===== config.mk =====
export PLATFORM = sky130hd
export DESIGN_NAME = dma_block_engine_flat
export DESIGN_NICKNAME = d
export VERILOG_FILES = /design/src/logic/dma_mem_pkg.sv /design/src/logic/dma_ifs.sv /design/src/logic/dma_block_engine.sv /design/src/flat_wrapper.sv
export SDC_FILE = /design/constraint.sdc
export NUM_CORES = 1
export LEC_CHECK = 0
export BUFFER_PORTS_ARGS = -buffer_cell sky130_fd_sc_hd__buf_2
export CORE_AREA = 5 5 87 89
export DETAILED_ROUTE_END_ITERATION = 8
export DIE_AREA = 0 0 92 94
export PLACE_DENSITY = 0.73
export SYNTH_ARGS = -nofsm -noshare
export SYNTH_HDL_FRONTEND = slang
export SYNTH_SLANG_ARGS = --single-unit

===== constraint.sdc =====
create_clock -name clk_i -period 1.6 [get_ports clk_i]
set_clock_uncertainty 0.05 [all_clocks]
set_input_delay 0.16 -clock clk_i [delete_from_list [all_inputs] [get_ports clk_i]]
set_output_delay 0.16 -clock clk_i [all_outputs]
set_load 0.02 [all_outputs]

===== src/logic/dma_mem_pkg.sv =====
package dma_mem_pkg;

   // Block address as carried in a DMA packet
   localparam int addr_width = 12;

   // One fill beat, also one memory word
   localparam int fill_width = 32;

   localparam int block_beats = 4;
   localparam int beat_sel_width = 2;

   // Low block address bits folded with the bits just above them
   localparam int hash_bits = 2;

   typedef enum logic
   {
      e_dma_read  = 1'b0,
      e_dma_write = 1'b1
   } dma_opcode_e;

   typedef struct packed
   {
      dma_opcode_e opcode;
      logic [addr_width-1:0] addr;
   } dma_pkt_t;

endpackage


===== src/logic/dma_ifs.sv =====
`timescale 1ns/1ps

interface dma_req_if
  #(parameter int num_ports_p = 2);

   localparam int port_width_lp = (num_ports_p > 1) ? $clog2(num_ports_p) : 1;

   logic v;
   dma_mem_pkg::dma_pkt_t pkt;
   logic [port_width_lp-1:0] port;
   logic take;

   modport source (output v, output pkt, output port, input take);
   modport sink (input v, input pkt, input port, output take);

endinterface

interface mem_port_if;

   logic en;
   logic we;
   logic [dma_mem_pkg::addr_width+dma_mem_pkg::beat_sel_width-1:0] addr;
   logic [dma_mem_pkg::fill_width-1:0] wdata;
   logic [dma_mem_pkg::fill_width-1:0] rdata;

   modport engine (output en, output we, output addr, output wdata, input rdata);
   modport memory (input en, input we, input addr, input wdata, output rdata);

endinterface


===== src/logic/dma_block_engine.sv =====
`timescale 1ns/1ps

module dma_block_engine
  #(parameter int num_ports_p = 2)
   (
   input  logic                                                  clk_i,
   input  logic                                                  rst_n_i,

   dma_req_if.sink                                               req_io,
   mem_port_if.engine                                            mem_io,

   output logic [num_ports_p-1:0][dma_mem_pkg::fill_width-1:0]   dma_data_o,
   output logic [num_ports_p-1:0]                                dma_data_v_o,
   input  logic [num_ports_p-1:0]                                dma_data_ready_i,

   input  logic [num_ports_p-1:0][dma_mem_pkg::fill_width-1:0]   dma_data_i,
   input  logic [num_ports_p-1:0]                                dma_data_v_i,
   output logic [num_ports_p-1:0]                                dma_data_yumi_o
   );

   localparam int port_width_lp = (num_ports_p > 1) ? $clog2(num_ports_p) : 1;
   localparam int hb_lp = dma_mem_pkg::hash_bits;

   typedef enum logic [1:0]
   {
      e_idle,
      e_write_beat,
      e_read_issue,
      e_read_hold
   } state_e;

   state_e state_r;

   logic [port_width_lp-1:0] port_r;
   logic [dma_mem_pkg::addr_width-1:0] block_r;
   logic [dma_mem_pkg::beat_sel_width-1:0] beat_r;

   logic [dma_mem_pkg::addr_width-1:0] hashed_addr;
   logic [dma_mem_pkg::addr_width-1:0] phys_block;
   logic accept;
   logic beat_done;
   logic last_beat;

   // Undo the bank hash on the incoming block address
   assign hashed_addr = req_io.pkt.addr;

   always_comb
   begin
      phys_block = hashed_addr;
      phys_block[hb_lp-1:0] = hashed_addr[hb_lp-1:0] ^ hashed_addr[2*hb_lp-1:hb_lp];
   end

   assign accept = (state_r == e_idle) && req_io.v;
   assign last_beat = (beat_r == dma_mem_pkg::beat_sel_width'(dma_mem_pkg::block_beats - 1));

   always_comb
   begin
      req_io.take = (state_r == e_idle);
      mem_io.en = 1'b0;
      mem_io.we = 1'b0;
      mem_io.addr = {block_r, beat_r};
      mem_io.wdata = dma_data_i[port_r];
      dma_data_yumi_o = '0;
      dma_data_v_o = '0;
      beat_done = 1'b0;
      case (state_r)
         e_write_beat:
         begin
            // Each beat goes to memory in the cycle it is taken
            dma_data_yumi_o[port_r] = dma_data_v_i[port_r];
            mem_io.en = dma_data_v_i[port_r];
            mem_io.we = 1'b1;
            beat_done = dma_data_v_i[port_r];
         end
         e_read_issue:
         begin
            mem_io.en = 1'b1;
         end
         e_read_hold:
         begin
            // Memory output register holds the word while stalled
            dma_data_v_o[port_r] = 1'b1;
            beat_done = dma_data_ready_i[port_r];
         end
         default:
         begin
         end
      endcase
   end

   // Shared read data bus
   always_comb
   begin
      for (int i = 0; i < num_ports_p; i++)
      begin
         dma_data_o[i] = mem_io.rdata;
      end
   end

   always_ff @(posedge clk_i)
   begin
      if (!rst_n_i)
      begin
         state_r <= e_idle;
         beat_r <= '0;
      end
      else
      begin
         case (state_r)
            e_idle:
            begin
               if (accept)
               begin
                  beat_r <= '0;
                  if (req_io.pkt.opcode == dma_mem_pkg::e_dma_write)
                  begin
                     state_r <= e_write_beat;
                  end
                  else
                  begin
                     state_r <= e_read_issue;
                  end
               end
            end
            e_write_beat:
            begin
               if (beat_done)
               begin
                  beat_r <= beat_r + 1'b1;
                  if (last_beat)
                  begin
                     state_r <= e_idle;
                  end
               end
            end
            e_read_issue:
            begin
               state_r <= e_read_hold;
            end
            e_read_hold:
            begin
               if (beat_done)
               begin
                  beat_r <= beat_r + 1'b1;
                  state_r <= last_beat ? e_idle : e_read_issue;
               end
            end
            default:
            begin
               state_r <= e_idle;
            end
         endcase
      end
   end

   // Owner and physical block of the current transfer
   always_ff @(posedge clk_i)
   begin
      if (accept)
      begin
         port_r <= req_io.port;
         block_r <= phys_block;
      end
   end

endmodule


===== src/flat_wrapper.sv =====
// flat-port wrapper written by rule: the top's interface ports become plain ports
module dma_block_engine_flat 
#(parameter int num_ports_p = 2)
  (clk_i, rst_n_i, dma_data_o, dma_data_v_o, dma_data_ready_i, dma_data_i, dma_data_v_i, dma_data_yumi_o, req_io_v, req_io_pkt, req_io_port, req_io_take, mem_io_en, mem_io_we, mem_io_addr, mem_io_wdata, mem_io_rdata);
  dma_req_if #(.num_ports_p(num_ports_p)) req_io_i ();
  mem_port_if mem_io_i ();
  input  logic clk_i;
  input  logic rst_n_i;
  output logic [num_ports_p-1:0][dma_mem_pkg::fill_width-1:0] dma_data_o;
  output logic [num_ports_p-1:0] dma_data_v_o;
  input  logic [num_ports_p-1:0] dma_data_ready_i;
  input  logic [num_ports_p-1:0][dma_mem_pkg::fill_width-1:0] dma_data_i;
  input  logic [num_ports_p-1:0] dma_data_v_i;
  output logic [num_ports_p-1:0] dma_data_yumi_o;
  input wire logic [$bits(req_io_i.v)-1:0] req_io_v;
  input wire logic [$bits(req_io_i.pkt)-1:0] req_io_pkt;
  input wire logic [$bits(req_io_i.port)-1:0] req_io_port;
  output wire logic [$bits(req_io_i.take)-1:0] req_io_take;
  output wire logic [$bits(mem_io_i.en)-1:0] mem_io_en;
  output wire logic [$bits(mem_io_i.we)-1:0] mem_io_we;
  output wire logic [$bits(mem_io_i.addr)-1:0] mem_io_addr;
  output wire logic [$bits(mem_io_i.wdata)-1:0] mem_io_wdata;
  input wire logic [$bits(mem_io_i.rdata)-1:0] mem_io_rdata;
  assign req_io_i.v = req_io_v;
  assign req_io_i.pkt = req_io_pkt;
  assign req_io_i.port = req_io_port;
  assign req_io_take = req_io_i.take;
  assign mem_io_en = mem_io_i.en;
  assign mem_io_we = mem_io_i.we;
  assign mem_io_addr = mem_io_i.addr;
  assign mem_io_wdata = mem_io_i.wdata;
  assign mem_io_i.rdata = mem_io_rdata;
  dma_block_engine #(.num_ports_p(num_ports_p)) u_core (.clk_i(clk_i), .rst_n_i(rst_n_i), .req_io(req_io_i), .mem_io(mem_io_i), .dma_data_o(dma_data_o), .dma_data_v_o(dma_data_v_o), .dma_data_ready_i(dma_data_ready_i), .dma_data_i(dma_data_i), .dma_data_v_i(dma_data_v_i), .dma_data_yumi_o(dma_data_yumi_o));
endmodule

=== Word-level counts from Yosys, hierarchy flattened ===
Cells that the tools add are included.
W data, S select, Z words.

* Logic and storage cells: 48
* Bits in registers: 17
* Output and inout port bits: 117

* Bitwise operators: 2
* Magnitude comparators: 2
* Reductions and logical operators: 7
* Add/sub/neg operators: 1
* Multiplexer cells: 23
* Equal/unequal tests: 9

{| class="wikitable"
|+ Operator list
! operator !! count
|-
| $mux W32 || 2
|-
| $mux W2 || 10
|-
| $ne A2 B1 Y1 const B || 5
|-
| $pmux W2 S4 || 1
|-
| $eq A2 B2 Y1 const B || 3
|-
| $mux W1 || 6
|-
| $pmux W1 S2 || 2
|-
| $pmux W2 S2 || 1
|-
| $reduce_and A4 Y1 || 1
|-
| $reduce_and A3 Y1 || 1
|-
| $add A2 B1 Y2 const B || 1
|-
| $and A2 B2 Y2 || 1
|-
| $eq A2 B1 Y1 const B || 1
|-
| $logic_and A1 B1 Y1 || 2
|-
| $logic_not A2 Y1 || 1
|-
| $lt A1 B2 Y1 const B || 1
|-
| $reduce_bool A2 Y1 || 1
|-
| $reduce_or A2 Y1 || 1
|-
| $xor A2 B2 Y2 || 1
|-
| $demux W1 S1 || 1
|-
| $ge A1 B1 Y1 const B || 1
|}

=== Logic depth before layout (Yosys ltp) ===
Gate-level depths: netlist of the first run.

* Depth in word-level cells: 6
* Gate-level depth with buffers: 7
* Mapped depth without buffers: 6

=== Least setup slack after synthesis of the first run ===
Ideal clock, no wire load.

* Kind: register to register
* From: reg u_core.state_r[0]
* To: reg u_core.beat_r[0] (netlist bit)
* Required time: 1.471 ns
* Setup slack: -0.314 ns
* Data arrival time: 1.785 ns
* Stages on the path, launching flop included: 7
* Path buffers: 0
* Path through: dfxtp_1 > inv_1 > ha_1 > nor2b_4 > or2_2 > or4_1 > o211ai_1

* Cells in the longest elaborated chain, start to end: 4
* Elaborated cells on any way between the ends: 11

{| class="wikitable"
|+ RTL lines
! what !! line !! RTL
|-
| from (decl) || dma_block_engine.sv:32 || <nowiki>state_e state_r;</nowiki>
|-
| from (signal assigned) || dma_block_engine.sv:104 || <nowiki>state_r <= e_idle;</nowiki>
|-
| from (signal assigned) || dma_block_engine.sv:117 || <nowiki>state_r <= e_write_beat;</nowiki>
|-
| from (signal assigned) || dma_block_engine.sv:121 || <nowiki>state_r <= e_read_issue;</nowiki>
|-
| $logic_not A2 Y1 (*) || -- ||
|-
| net req_io_take || flat_wrapper.sv:18 || <nowiki>output wire logic [$bits(req_io_i.take)-1:0] req_io_take;</nowiki>
|-
| $logic_and A1 B1 Y1 || dma_block_engine.sv:53 || <nowiki>assign accept = (state_r == e_idle) && req_io.v;</nowiki>
|-
| $ne A2 B1 Y1 (no source line) || -- ||
|-
| $reduce_and A3 Y1 (no source line) || -- ||
|-
| to (signal assigned) || dma_block_engine.sv:129 || <nowiki>beat_r <= beat_r + 1'b1;</nowiki>
|-
| to (signal assigned) || dma_block_engine.sv:144 || <nowiki>beat_r <= beat_r + 1'b1;</nowiki>
|-
| to (decl) || dma_block_engine.sv:36 || <nowiki>logic [dma_mem_pkg::beat_sel_width-1:0] beat_r;</nowiki>
|}

The timed path passes the listed nets; every way through them passes the cells marked *.
A chain may end at the register's enable or synchronous reset.

=== Worst setup path in the final report of the first run ===
* From: reg u_core.port_r
* To: out mem_io_wdata[12]

* Cells in the longest elaborated chain, start to end: 2

{| class="wikitable"
|+ RTL lines
! what !! line !! RTL
|-
| from (decl) || dma_block_engine.sv:34 || <nowiki>logic [port_width_lp-1:0] port_r;</nowiki>
|-
| from (signal assigned) || dma_block_engine.sv:161 || <nowiki>port_r <= req_io.port;</nowiki>
|-
| $mux W32 (implied by the code) (2 in series) || dma_block_engine.sv:62 || <nowiki>mem_io.wdata = dma_data_i[port_r];</nowiki>
|-
| to (decl) || flat_wrapper.sv:22 || <nowiki>output wire logic [$bits(mem_io_i.wdata)-1:0] mem_io_wdata;</nowiki>
|}

Every way passes these cells. The select of a mux whose other input is x is not followed.

==> flow_metrics.py, run 1 <==
metrics = {
    "status": {
        "outcome": "finished with violations",
        "failed_checks": "negative setup slack",
    },
    "sta": {
        "setup_viol_count_final": 35,
        "final.period_utilization_pct": 105,
        "relSlewSlack_pct": 79.4,
        "timing.final.ws_setup_ps": -73.0,
        "grt_setup_unrepaired": "yes",
        "clock.fmax_mhz": 598,
        "hold_viol_final": 0,
        "worst-slew-pin-transition_ps": 306,
        "period_needed_ps": 1670,
        "timing_max_transition_violations_final": 0,
    },
    "cts": {
        "number_of_cts_inserted_buffers": 3,
        "clock_insertion_delay_worst_skew_ps": 260,
        "root_buf_cell": "sky130_fd_sc_hd__clkbuf_8",
        "cts.clk_slew.worst_paths_ps": 80,
        "cts_tree": "built",
        "clockBufferDepth": 2,
        "clock_sinks": 17,
        "htree_num_levels": 1,
    },
    "global_routing": {
        "grt_start_max_net_pins": 37,
        "met3_usage_pct": 4.81,
        "grt_use_met1_pct": 12.6,
        "grt_first_pass_wirelength_um": 8700,
        "grtUsageTotal_pct": 12.8,
        "grt_pass1_vias": 1648,
        "overflow": 0,
        "gr-max-usage-layer": "met2",
        "grt_util_met2_pct": 24.5,
        "grt_antenna_before_repair": 0,
    },
    "logic_synthesis": {
        "ys.warnings.count": 0,
        "synth-async-reset-ratio_pct": 0,
        "netlist-cell-type-count": 38,
        "seq_area_frac_synth_pct": 26.3,
        "synth_edf_count": 13,
        "syn-cell-area_um2": 1790,
        "synth_area_leader_cell": "sky130_fd_sc_hd__buf_4",
        "ys_seq_elements": 17,
        "syn_area_per_cell_um2": 10.2,
        "yosysTopAreaCellShare_pct": 26.8,
        "postSynthCellCount": 176,
        "yosys_most_used_dff": "sky130_fd_sc_hd__edfxtp_1",
        "synth_fp_nets": 301,
        "ranking_of_synthesized_cells_by_area": "sky130_fd_sc_hd__buf_4 27%, sky130_fd_sc_hd__edfxtp_1 22%, sky130_fd_sc_hd__mux2_2 21%",
    },
    "finish": {
        "num_antenna_cells": 0,
        "post_route_cells_drive_above_1_share_pct": 77.2,
        "finish.cell_count_without_fillers": 339,
        "area_delta_synth_final_pct": 30.7,
        "design.final.nets": 385,
        "design_area_um2": 2340,
    },
    "floorplanning": {
        "boundaryPins": 234,
        "start_util_pct": 26.8,
        "die_h_um": 94,
        "floorplan.core_area_um2": 6680,
        "die_area_um2": 8650,
        "die_w_um": 92,
        "rows": 30,
    },
    "min_path": {
        "holdCritStartpoint": "req_io_port",
        "min-delay-path-class": "input pin to flip-flop",
    },
    "power_and_ir_drop": {
        "power.static_leakage_nw": 1.16,
        "vdd.ir_drop.worst_v": 0.000838,
        "design_power_total_mw": 2.83,
        "power_density_nw_per_um2": 1210,
    },
    "route": {
        "detail_route.wl_per_cell_um": 16.8,
        "drc_violations_left": 0,
        "routed_wire_length_um": 5690,
        "route.detailed.vias_per_inst": 4.44,
        "drt-pass1-iter-count": 4,
        "drt_iter0_markers": 26,
        "drt.antenna.violating_nets": 0,
        "num_vias": 1506,
    },
    "worst_setup_path": {
        "path_delay_family": "flip-flops",
        "timing.critical_path.cells": "buf_12, mux2_2, buf_2",
        "cpMaxStageDelayCell": "sky130_fd_sc_hd__edfxtp_1",
        "setup.worst_path.end_class": "output port",
        "critical_path_required_ps": 1390,
        "worst_setup_path_start": "u_core.port_r",
        "critPathArrivalTime_ps": 1460,
        "crit_fanout": 36,
        "critical_path.n_buffers_inverters": 2,
        "cpPeakStageDelay_ps": 430,
        "critical_path_class": "flip-flop to output port",
        "critical_path.startpoint_type": "flip-flop",
        "timing.rr.start": "u_core.state_r[1]",
    },
    "job": {
        "drv_cap": 0,
    },
    "placed_design": {
        "place_inst": 332,
        "place.gp.congestion": 0.911,
        "buffers_on_ports": 137,
        "placement.cell_area_um2": 2210,
        "detailed_place_hpwl_um": 4930,
    },
}
## cells in the final DEF, fill, tap and decap left out, drive strengths merged
cell type  Yosys  layout
and2           2       2
a21o           1       1
o21ai          1       1
or2            1       1
mux2          34      34
nand2          2       2
inv            4       4
o221ai         1       1
clkbuf         1       3
nor2           3       3
dfxtp          4       4
nand2b         1       1
and3b          1       1
a211o          1       1
o21a           2       2
nor2b          3       3
or4            1       1
buf           69     149
nor4           2       2
nor3           2       2
a211oi         1       1
nand4b         1       1
edfxtp        13      13
o211ai         2       2
a21oi          2       2
clkinvlp       0       1
a32oi          1       1
a22oi          3       3
mux2i          1       1
xor2           2       2
ha             8       8
a32o           1       1
nand3          4       4
and3           1       1
## state kept, by name (all words and copies together) (netlist names)
name and flops:
u_core.state_r 2, u_core.block_r 12, u_core.port_r 1, u_core.beat_r 2
## area by class of cell
class                      instances  area [µm²]
clock buffer                       3        41.3
sequential                        17         478
timing repair buffer             149         862
multi-input combinational         85         833
tap                               80         100
clock inverter                     1        7.51
inverter                           4        20.0
fill                             674        4340
## worst paths after layout
path                       to  slack, ps  cells past startpoint
max          mem_io_wdata[12]        -70                      3
max reg2reg  u_core.beat_r[0]        -50                      6
min reg2reg  u_core.beat_r[0]        510                      2
min             u_core.port_r         20                      1
## where the power goes
| part | internal (mW) | total [mW] | leakage, nW | switching [mW] |
|---|---|---|---|---|
| registers | 0.614 | 0.683 | 0.158 | 0.0691 |
| logic | 0.869 | 1.81 | 0.979 | 0.938 |
| clock network | 0.175 | 0.337 | 0.0217 | 0.162 |
| total | 1.66 | 2.83 | 1.16 | 1.17 |
## metal layers
metal / vias to the layer above / part of all wire (%)
met3: 16 / 12
met1: 676 / 31
met2: 92 / 55
met4: 0 / 1.8
met5: - / 0
li1: 722 / -
## stage by stage
step                      setup slack [ps]  hold WS [ps]  util, %  TNS, ps
after floorplan                      -28.2           209        -    -28.2
after CTS                            -86.3          17.8     34.5    -2310
after global placement               0.755           270     33.0        0
final                                -73.0          23.7     35.1    -1820
after detailed placement             -48.7           270     33.0    -58.6
after global routing                  -158          19.4     35.1    -4670
## worst register-to-register path, stage by stage, from the launching register on
cell and delay [ps]:
sky130_fd_sc_hd__dfxtp_4 390, sky130_fd_sc_hd__inv_4 60, sky130_fd_sc_hd__ha_4 150, sky130_fd_sc_hd__nor2b_4 140, sky130_fd_sc_hd__or2_4 230, sky130_fd_sc_hd__or4_4 470
sky130_fd_sc_hd__o211ai_1 90
## what timing repair did
item,4_1_cts,5_1_grt
endpoints found under the hold margin,0,0
hold buffers,0,0
endpoints found under the setup margin,36,39
pin swaps,1,0
buffers inserted,2,1
gates resized for setup,13,10
## kinds of logic after synthesis
kind of cell	count (synthesis)	share of synthesized area, %
buffers and inverters	74	29.6
muxes	35	22.1
and+or+nand+nor	24	8.03
DFF	17	26.3
AOI/OAI and AO/OA	16	7.40
adders and majority gates	8	5.59
xor gates and xnor gates	2	0.978
## cells in the mapped netlist (2+ instances only)
| cell type | number |
|---|---|
| sky130_fd_sc_hd__o211ai_1 | 2 |
| sky130_fd_sc_hd__nand2_1 | 2 |
| sky130_fd_sc_hd__ha_1 | 8 |
| sky130_fd_sc_hd__a21oi_1 | 2 |
| sky130_fd_sc_hd__o21a_1 | 2 |
| sky130_fd_sc_hd__dfxtp_1 | 4 |
| sky130_fd_sc_hd__nand3_1 | 4 |
| sky130_fd_sc_hd__nor3_1 | 2 |
| sky130_fd_sc_hd__and2_1 | 2 |
| sky130_fd_sc_hd__mux2_2 | 33 |
| sky130_fd_sc_hd__inv_1 | 4 |
| sky130_fd_sc_hd__buf_4 | 64 |
| sky130_fd_sc_hd__nor2b_1 | 2 |
| sky130_fd_sc_hd__a22oi_1 | 2 |
| sky130_fd_sc_hd__buf_2 | 4 |
| sky130_fd_sc_hd__edfxtp_1 | 13 |
| sky130_fd_sc_hd__nor2_1 | 3 |
| sky130_fd_sc_hd__xor2_1 | 2 |
| sky130_fd_sc_hd__nor4_1 | 2 |
Note: power is estimated with default switching activity, not from simulation.
==> inputs of run 2 (changes only) <==
==> constraint.sdc (replaced) <==
create_clock -name clk_i -period 1.4 [get_ports clk_i]
set_clock_uncertainty 0.05 [all_clocks]
set_input_delay 0.14 -clock clk_i [delete_from_list [all_inputs] [get_ports clk_i]]
set_output_delay 0.14 -clock clk_i [all_outputs]
set_load 0.02 [all_outputs]
==> run 2 against run 1 <==
  * Critical path type unchanged
  * The run still ends with negative setup slack left
  * Largest power group unchanged
  * Global-route usage increased by 0.22 points
  * Via count increased by 5.5%
  * Worst setup slack got worse by 220 ps
==> flow_metrics.py, run 2 (synthesis results as in run 1) <==
metrics = {
    "floorplanning": {
        "rows": 30,
        "floorplan.core_area_um2": 6680,
        "die_w_um": 92,
        "boundaryPins": 234,
        "die_h_um": 94,
        "start_util_pct": 26.8,
        "die_area_um2": 8650,
    },
    "worst_setup_path": {
        "critical_path_class": "flip-flop to output port",
        "critical_path.startpoint_type": "flip-flop",
        "critical_path_required_ps": 1210,
        "critical_path.n_buffers_inverters": 3,
        "crit_fanout": 14,
        "cpPeakStageDelay_ps": 440,
        "path_delay_family": "buffers and inverters",
        "setup.worst_path.end_class": "output port",
        "timing.critical_path.cells": "buf_6, buf_12, mux2_2, buf_4",
        "cpMaxStageDelayCell": "sky130_fd_sc_hd__edfxtp_1",
        "critPathArrivalTime_ps": 1500,
    },
    "sta": {
        "clock.fmax_mhz": 591,
        "worst-slew-pin-transition_ps": 280,
        "timing_max_transition_violations_final": 0,
        "timing.final.ws_setup_ps": -293,
        "relSlewSlack_pct": 81.3,
        "hold_viol_final": 0,
        "setup_viol_count_final": 41,
        "period_needed_ps": 1690,
        "hold_ws_ps": 7.84,
        "grt_setup_unrepaired": "yes",
        "final.period_utilization_pct": 121,
    },
    "finish": {
        "largest-register": "u_core.block_r",
        "number_of_flip_flops_in_the_largest_register": 12,
        "commonest_cells_after_routing_fill_and_taps_aside": "109 x sky130_fd_sc_hd__buf_2, 35 x sky130_fd_sc_hd__buf_6, 30 x sky130_fd_sc_hd__mux2_2",
        "layout_top_registers": "u_core.block_r x12, u_core.beat_r x2, u_core.state_r x2",
        "area_delta_synth_final_pct": 54.3,
        "mostFrequentLayoutCell": "sky130_fd_sc_hd__buf_2",
        "num_antenna_cells": 0,
        "post_route_cells_drive_above_1_share_pct": 79.9,
        "design.final.nets": 409,
    },
    "job": {
        "drv_cap": 0,
    },
    "min_path": {
        "min-delay-path-class": "input pin to flip-flop",
    },
    "cts": {
        "root_buf_cell": "sky130_fd_sc_hd__clkbuf_8",
        "htree_num_levels": 1,
        "clockBufferDepth": 2,
        "cts.clk_slew.worst_paths_ps": 80,
        "clock_sinks": 17,
        "number_of_cts_inserted_buffers": 3,
        "cts_tree": "built",
        "clock_insertion_delay_worst_skew_ps": 250,
    },
    "global_routing": {
        "met3_usage_pct": 4.41,
        "overflow": 0,
        "grt_start_max_net_pins": 15,
        "gr-max-usage-layer": "met2",
        "grtUsageTotal_pct": 13.0,
        "grt_util_met2_pct": 23.1,
        "grt_antenna_before_repair": 0,
        "grt_first_pass_wirelength_um": 8960,
        "grt_use_met1_pct": 14.6,
        "grt_pass1_vias": 1705,
    },
    "route": {
        "num_vias": 1589,
        "detail_route.wl_per_cell_um": 16.5,
        "drt_iter0_markers": 26,
        "route.detailed.vias_per_inst": 4.38,
        "routed_wire_length_um": 5980,
        "drt.antenna.violating_nets": 0,
        "drt-pass1-iter-count": 4,
        "drc_violations_left": 0,
    },
    "power_and_ir_drop": {
        "vdd.ir_drop.worst_v": 0.00101,
        "power.static_leakage_nw": 1.33,
        "power_density_nw_per_um2": 1350,
    },
    "placed_design": {
        "place.gp.congestion": 0.880,
        "buffers_on_ports": 137,
        "detailed_place_hpwl_um": 5010,
        "setup_slack_at_placement_ps": -224,
    },
    "status": {
        "outcome": "finished with violations",
        "failed_checks": "negative setup slack",
    },
}
## run 2: changes by cell type in the layout (fill, tap and decap cells not counted), sizes merged
cell	change
buf	+18
dlygate4sd3	+6
## run 2: final timing paths
kind / endpoint / start / cells after the start / slack (ps)
hold / removal: u_core.port_r / req_io_port / 1 / 8
hold reg to reg: u_core.beat_r[1] / u_core.beat_r[1] / 3 / 570
setup reg to reg: u_core.state_r[0] / u_core.port_r / 5 / -270
setup / recovery: mem_io_wdata[7] / u_core.port_r / 4 / -290
## run 2: timing repair
action	CTS	global route
hold buffers	0	6
setup buffers	4	3
resized for setup	62	18
setup endpoints to repair	42	42
gates cloned	0	0
hold endpoints to repair	0	6
pin swaps	7	4
## run 2: routing by layer
metal	routed length, µm	share of wire [%]
met5	0	0
met4	135	2.3
met3	731	12
met2	3040	51
met1	2070	35
## run 2: report_power, final
| part | total [mW] | switching, mW | internal, mW |
|---|---|---|---|
| clock network | 0.384 | 0.184 | 0.200 |
| logic | 2.58 | 1.23 | 1.35 |
| registers | 0.774 | 0.0726 | 0.701 |
## run 2: cell type report
class | count | area [µm²]
sequential | 17 | 478
fill | 646 | 3920
clock buffer | 3 | 41.3
multi-input combinational | 85 | 895
clock inverter | 1 | 7.51
timing repair buffer | 173 | 1220
tap | 80 | 100
inverter | 4 | 20.0
## run 2: stage by stage
stage	setup TNS (ps)	power, mW	std cells	instance area (µm²)	util [%]
floorplan	-414	2.31	176	1840	-
global placement	-1120	2.91	347	2320	34.7
detailed placement	-2010	2.95	347	2320	34.7
CTS	-10770	3.66	355	2630	39.4
global route	-13310	3.97	363	2760	41.4
finish	-10110	3.74	363	2760	41.4
==> inputs of run 3 (changes only) <==
--- a/config.mk
+++ b/config.mk
@@ -6,10 +6,10 @@
 export NUM_CORES = 1
 export LEC_CHECK = 0
 export BUFFER_PORTS_ARGS = -buffer_cell sky130_fd_sc_hd__buf_2
-export CORE_AREA = 5 5 87 89
+export CORE_AREA = 2 2 89 91
 export DETAILED_ROUTE_END_ITERATION = 8
-export DIE_AREA = 0 0 92 94
-export PLACE_DENSITY = 0.73
+export DIE_AREA = 0 0 91 93
+export PLACE_DENSITY = 0.66
 export SYNTH_ARGS = -nofsm -noshare
 export SYNTH_HDL_FRONTEND = slang
 export SYNTH_SLANG_ARGS = --single-unit
==> constraint.sdc (replaced) <==
create_clock -name clk_i -period 1.4 [get_ports clk_i]
set_clock_uncertainty 0.05 [all_clocks]
set_input_delay 0.14 -clock clk_i [delete_from_list [all_inputs] [get_ports clk_i]]
set_output_delay 0.14 -clock clk_i [all_outputs]
set_load 0.01 [all_outputs]
==> run 3 against run 2 <==
  * Combinational power fell by 12%
  * Total power is 8.2% lower
  * Sequential share of layout area up 0.49 points
  * Register-to-register slack better by 30 ps
  * Sequential power rose by 2%
  * Die area down 2.1%
  * Final cell count grew 5.0%
  * Count of clock-buffer cells in the layout did not move
  * The flow still finishes with violations (negative setup slack)
  * Largest cell class unchanged
  * Fmax increased by 3.1%
==> flow_metrics.py, run 3 (synthesis results as in run 1) <==
metrics = {
    "worst_setup_path": {
        "critical_path_class": "flip-flop to flip-flop",
        "worst_r2r_endpoint": "u_core.beat_r[0]",
        "critPathArrivalTime_ps": 1760,
        "critical_path_required_ps": 1520,
        "crit_fanout": 6,
        "path_delay_family": "simple AND/OR/NAND/NOR gates",
        "timing.critical_path.cells": "inv_4, ha_4, nor2b_4, or2_4, or4_1, o211ai_1",
        "cpPeakStageDelay_ps": 460,
        "reg2reg_setup_slack_ps": -240,
        "cpMaxStageDelayCell": "sky130_fd_sc_hd__or4_1",
        "timing.rr.start": "u_core.state_r[0]",
        "setup.worst_path.end_class": "flip-flop",
        "r2r.worst_path.cells": 6,
        "critical_path.startpoint_type": "flip-flop",
        "critical_path.n_buffers_inverters": 1,
    },
    "global_routing": {
        "grt_start_max_net_pins": 14,
        "grt_antenna_before_repair": 0,
        "grtUsageTotal_pct": 11.4,
        "grt_first_pass_wirelength_um": 7890,
        "grt_pass1_vias": 1635,
        "overflow": 0,
    },
    "min_path": {
        "holdCritStartpoint": "req_io_pkt[9]",
        "min-delay-path-class": "input pin to flip-flop",
        "holdPathStages": 1,
        "min_to": "u_core.block_r[9]",
    },
    "finish": {
        "largest-register": "u_core.block_r",
        "mostFrequentLayoutCell": "sky130_fd_sc_hd__buf_2",
        "area_delta_synth_final_pct": 50.0,
        "final.fill_count": 750,
        "post_route_cells_drive_above_1_share_pct": 80.3,
        "design_area_um2": 2690,
        "commonest_cells_after_routing_fill_and_taps_aside": "114 x sky130_fd_sc_hd__buf_2, 33 x sky130_fd_sc_hd__buf_6, 30 x sky130_fd_sc_hd__mux2_2",
        "number_of_flip_flops_in_the_largest_register": 12,
        "layout_top_registers": "u_core.block_r x12, u_core.beat_r x2, u_core.state_r x2",
        "num_antenna_cells": 0,
        "design.final.nets": 405,
    },
    "sta": {
        "hold_viol_final": 0,
        "grt_setup_unrepaired": "yes",
        "timing.final.ws_setup_ps": -242,
        "hold_ws_ps": 11.9,
        "final.period_utilization_pct": 117,
        "worst-slew-pin-transition_ps": 271,
        "setup_viol_count_final": 41,
        "relSlewSlack_pct": 81.9,
        "period_needed_ps": 1640,
        "timing_max_transition_violations_final": 0,
        "clock.fmax_mhz": 609,
    },
    "power_and_ir_drop": {
        "vdd.ir_drop.worst_v": 0.000545,
        "power_density_nw_per_um2": 1280,
        "pwr-share-comb_pct": 66.2,
        "power.static_leakage_nw": 1.31,
        "internal-power_mw": 2.18,
        "relative_contribution_of_the_clock_network_to_total_power_pct": 10.6,
        "power_switching_mw": 1.25,
        "seq_power_share_pct": 23.1,
        "sw_frac_of_total_pct": 36.5,
    },
    "floorplanning": {
        "floorplan.core_area_um2": 7530,
        "die_h_um": 93,
        "die_w_um": 91,
        "boundaryPins": 234,
        "die_area_um2": 8460,
        "start_util_pct": 23.8,
        "rows": 32,
    },
    "route": {
        "drt-pass1-iter-count": 4,
        "drt.antenna.violating_nets": 0,
        "drt_iter0_markers": 61,
        "num_vias": 1599,
        "routed_wire_length_um": 5430,
        "route.detailed.vias_per_inst": 4.20,
        "drc_violations_left": 0,
        "detail_route.wl_per_cell_um": 14.3,
    },
    "cts": {
        "clockBufferDepth": 2,
        "number_of_cts_inserted_buffers": 3,
        "root_buf_cell": "sky130_fd_sc_hd__clkbuf_8",
        "htree_num_levels": 1,
        "cts_tree": "built",
        "clock_sinks": 17,
        "cts.clk_slew.worst_paths_ps": 70,
        "clock_insertion_delay_worst_skew_ps": 240,
    },
    "placed_design": {
        "place.gp.congestion": 0.780,
        "detailed_place_hpwl_um": 4380,
        "placement.cell_area_um2": 2300,
        "buffers_on_ports": 137,
    },
    "job": {
        "drv_cap": 0,
    },
    "status": {
        "failed_checks": "negative setup slack",
        "outcome": "finished with violations",
    },
}
[run 3: cell count changes in the layout (fill, tap and decap cells not counted), sizes merged]
cell	before	now
dlygate4sd3	6	2
clkinvlp	1	0
clkinv	0	1
[run 3: how the worst max path moves through the flow]
| stage | from | endpoint | slack (ps) | cells past startpoint |
|---|---|---|---|---|
| 2_1_floorplan | u_core.state_r[0] | u_core.beat_r[0] | -200 | 6 |
| 3_3_place_gp | u_core.state_r[0] | u_core.beat_r[0] | -210 | 6 |
| 3_5_place_dp | u_core.state_r[0] | u_core.beat_r[0] | -230 | 5 |
| 4_1_cts | u_core.state_r[0] | u_core.beat_r[0] | -260 | 6 |
| 5_1_grt | u_core.port_r | u_core.state_r[0] | -310 | 6 |
| 6_report | u_core.state_r[0] | u_core.beat_r[0] | -240 | 6 |
[run 3: power by group through the flow]
stage / logic [mW] / clock network, mW / registers [mW]
4_1_cts: 2.24 / 0.374 / 0.798
3_5_place_dp: 1.83 / 0 / 0.808
2_1_floorplan: 1.18 / 0 / 0.830
5_1_grt: 2.42 / 0.412 / 0.807
3_3_place_gp: 1.80 / 0 / 0.791
6_report: 2.27 / 0.365 / 0.793
[run 3: cell type report]
| class | instances | area (µm²) | share of cell area (%) |
|---|---|---|---|
| clock buffer | 3 | 41.3 | 1.54 |
| multi-input combinational | 85 | 888 | 33.1 |
| tap | 102 | 128 | 4.75 |
| clock inverter | 1 | 5.00 | 0.186 |
| inverter | 4 | 22.5 | 0.838 |
| sequential | 17 | 478 | 17.8 |
| timing repair buffer | 169 | 1120 | 41.9 |
[run 3: stage by stage]
step | TNS [ps] | worst slack, ps | instances | power, mW | util, %
floorplan | -365 | -205 | 176 | 2.01 | -
global placement | -1350 | -213 | 366 | 2.60 | 30.6
detailed placement | -2630 | -227 | 366 | 2.64 | 30.6
CTS | -7640 | -259 | 380 | 3.41 | 35.3
global route | -9040 | -306 | 381 | 3.64 | 35.7
finish | -6130 | -242 | 381 | 3.43 | 35.7
[run 3: timing repair]
item / in CTS / in global routing
pin swaps: 6 / 2
setup buffers: 9 / 2
endpoints found under the hold margin: 0 / 2
hold buffers: 0 / 2
gates resized for setup: 42 / 16
cloned: 1 / 0
setup endpoints to repair: 41 / 54
[run 3: layer usage]
metal	up-vias	global-route usage (%)	wire length (µm)	part of all wire [%]
met3	20	2.98	470	8.7
li1	756	-	-	-
met4	0	5.43	211	3.9
met2	89	22.0	2960	55
met1	734	11.4	1790	33
met5	-	0	0	0
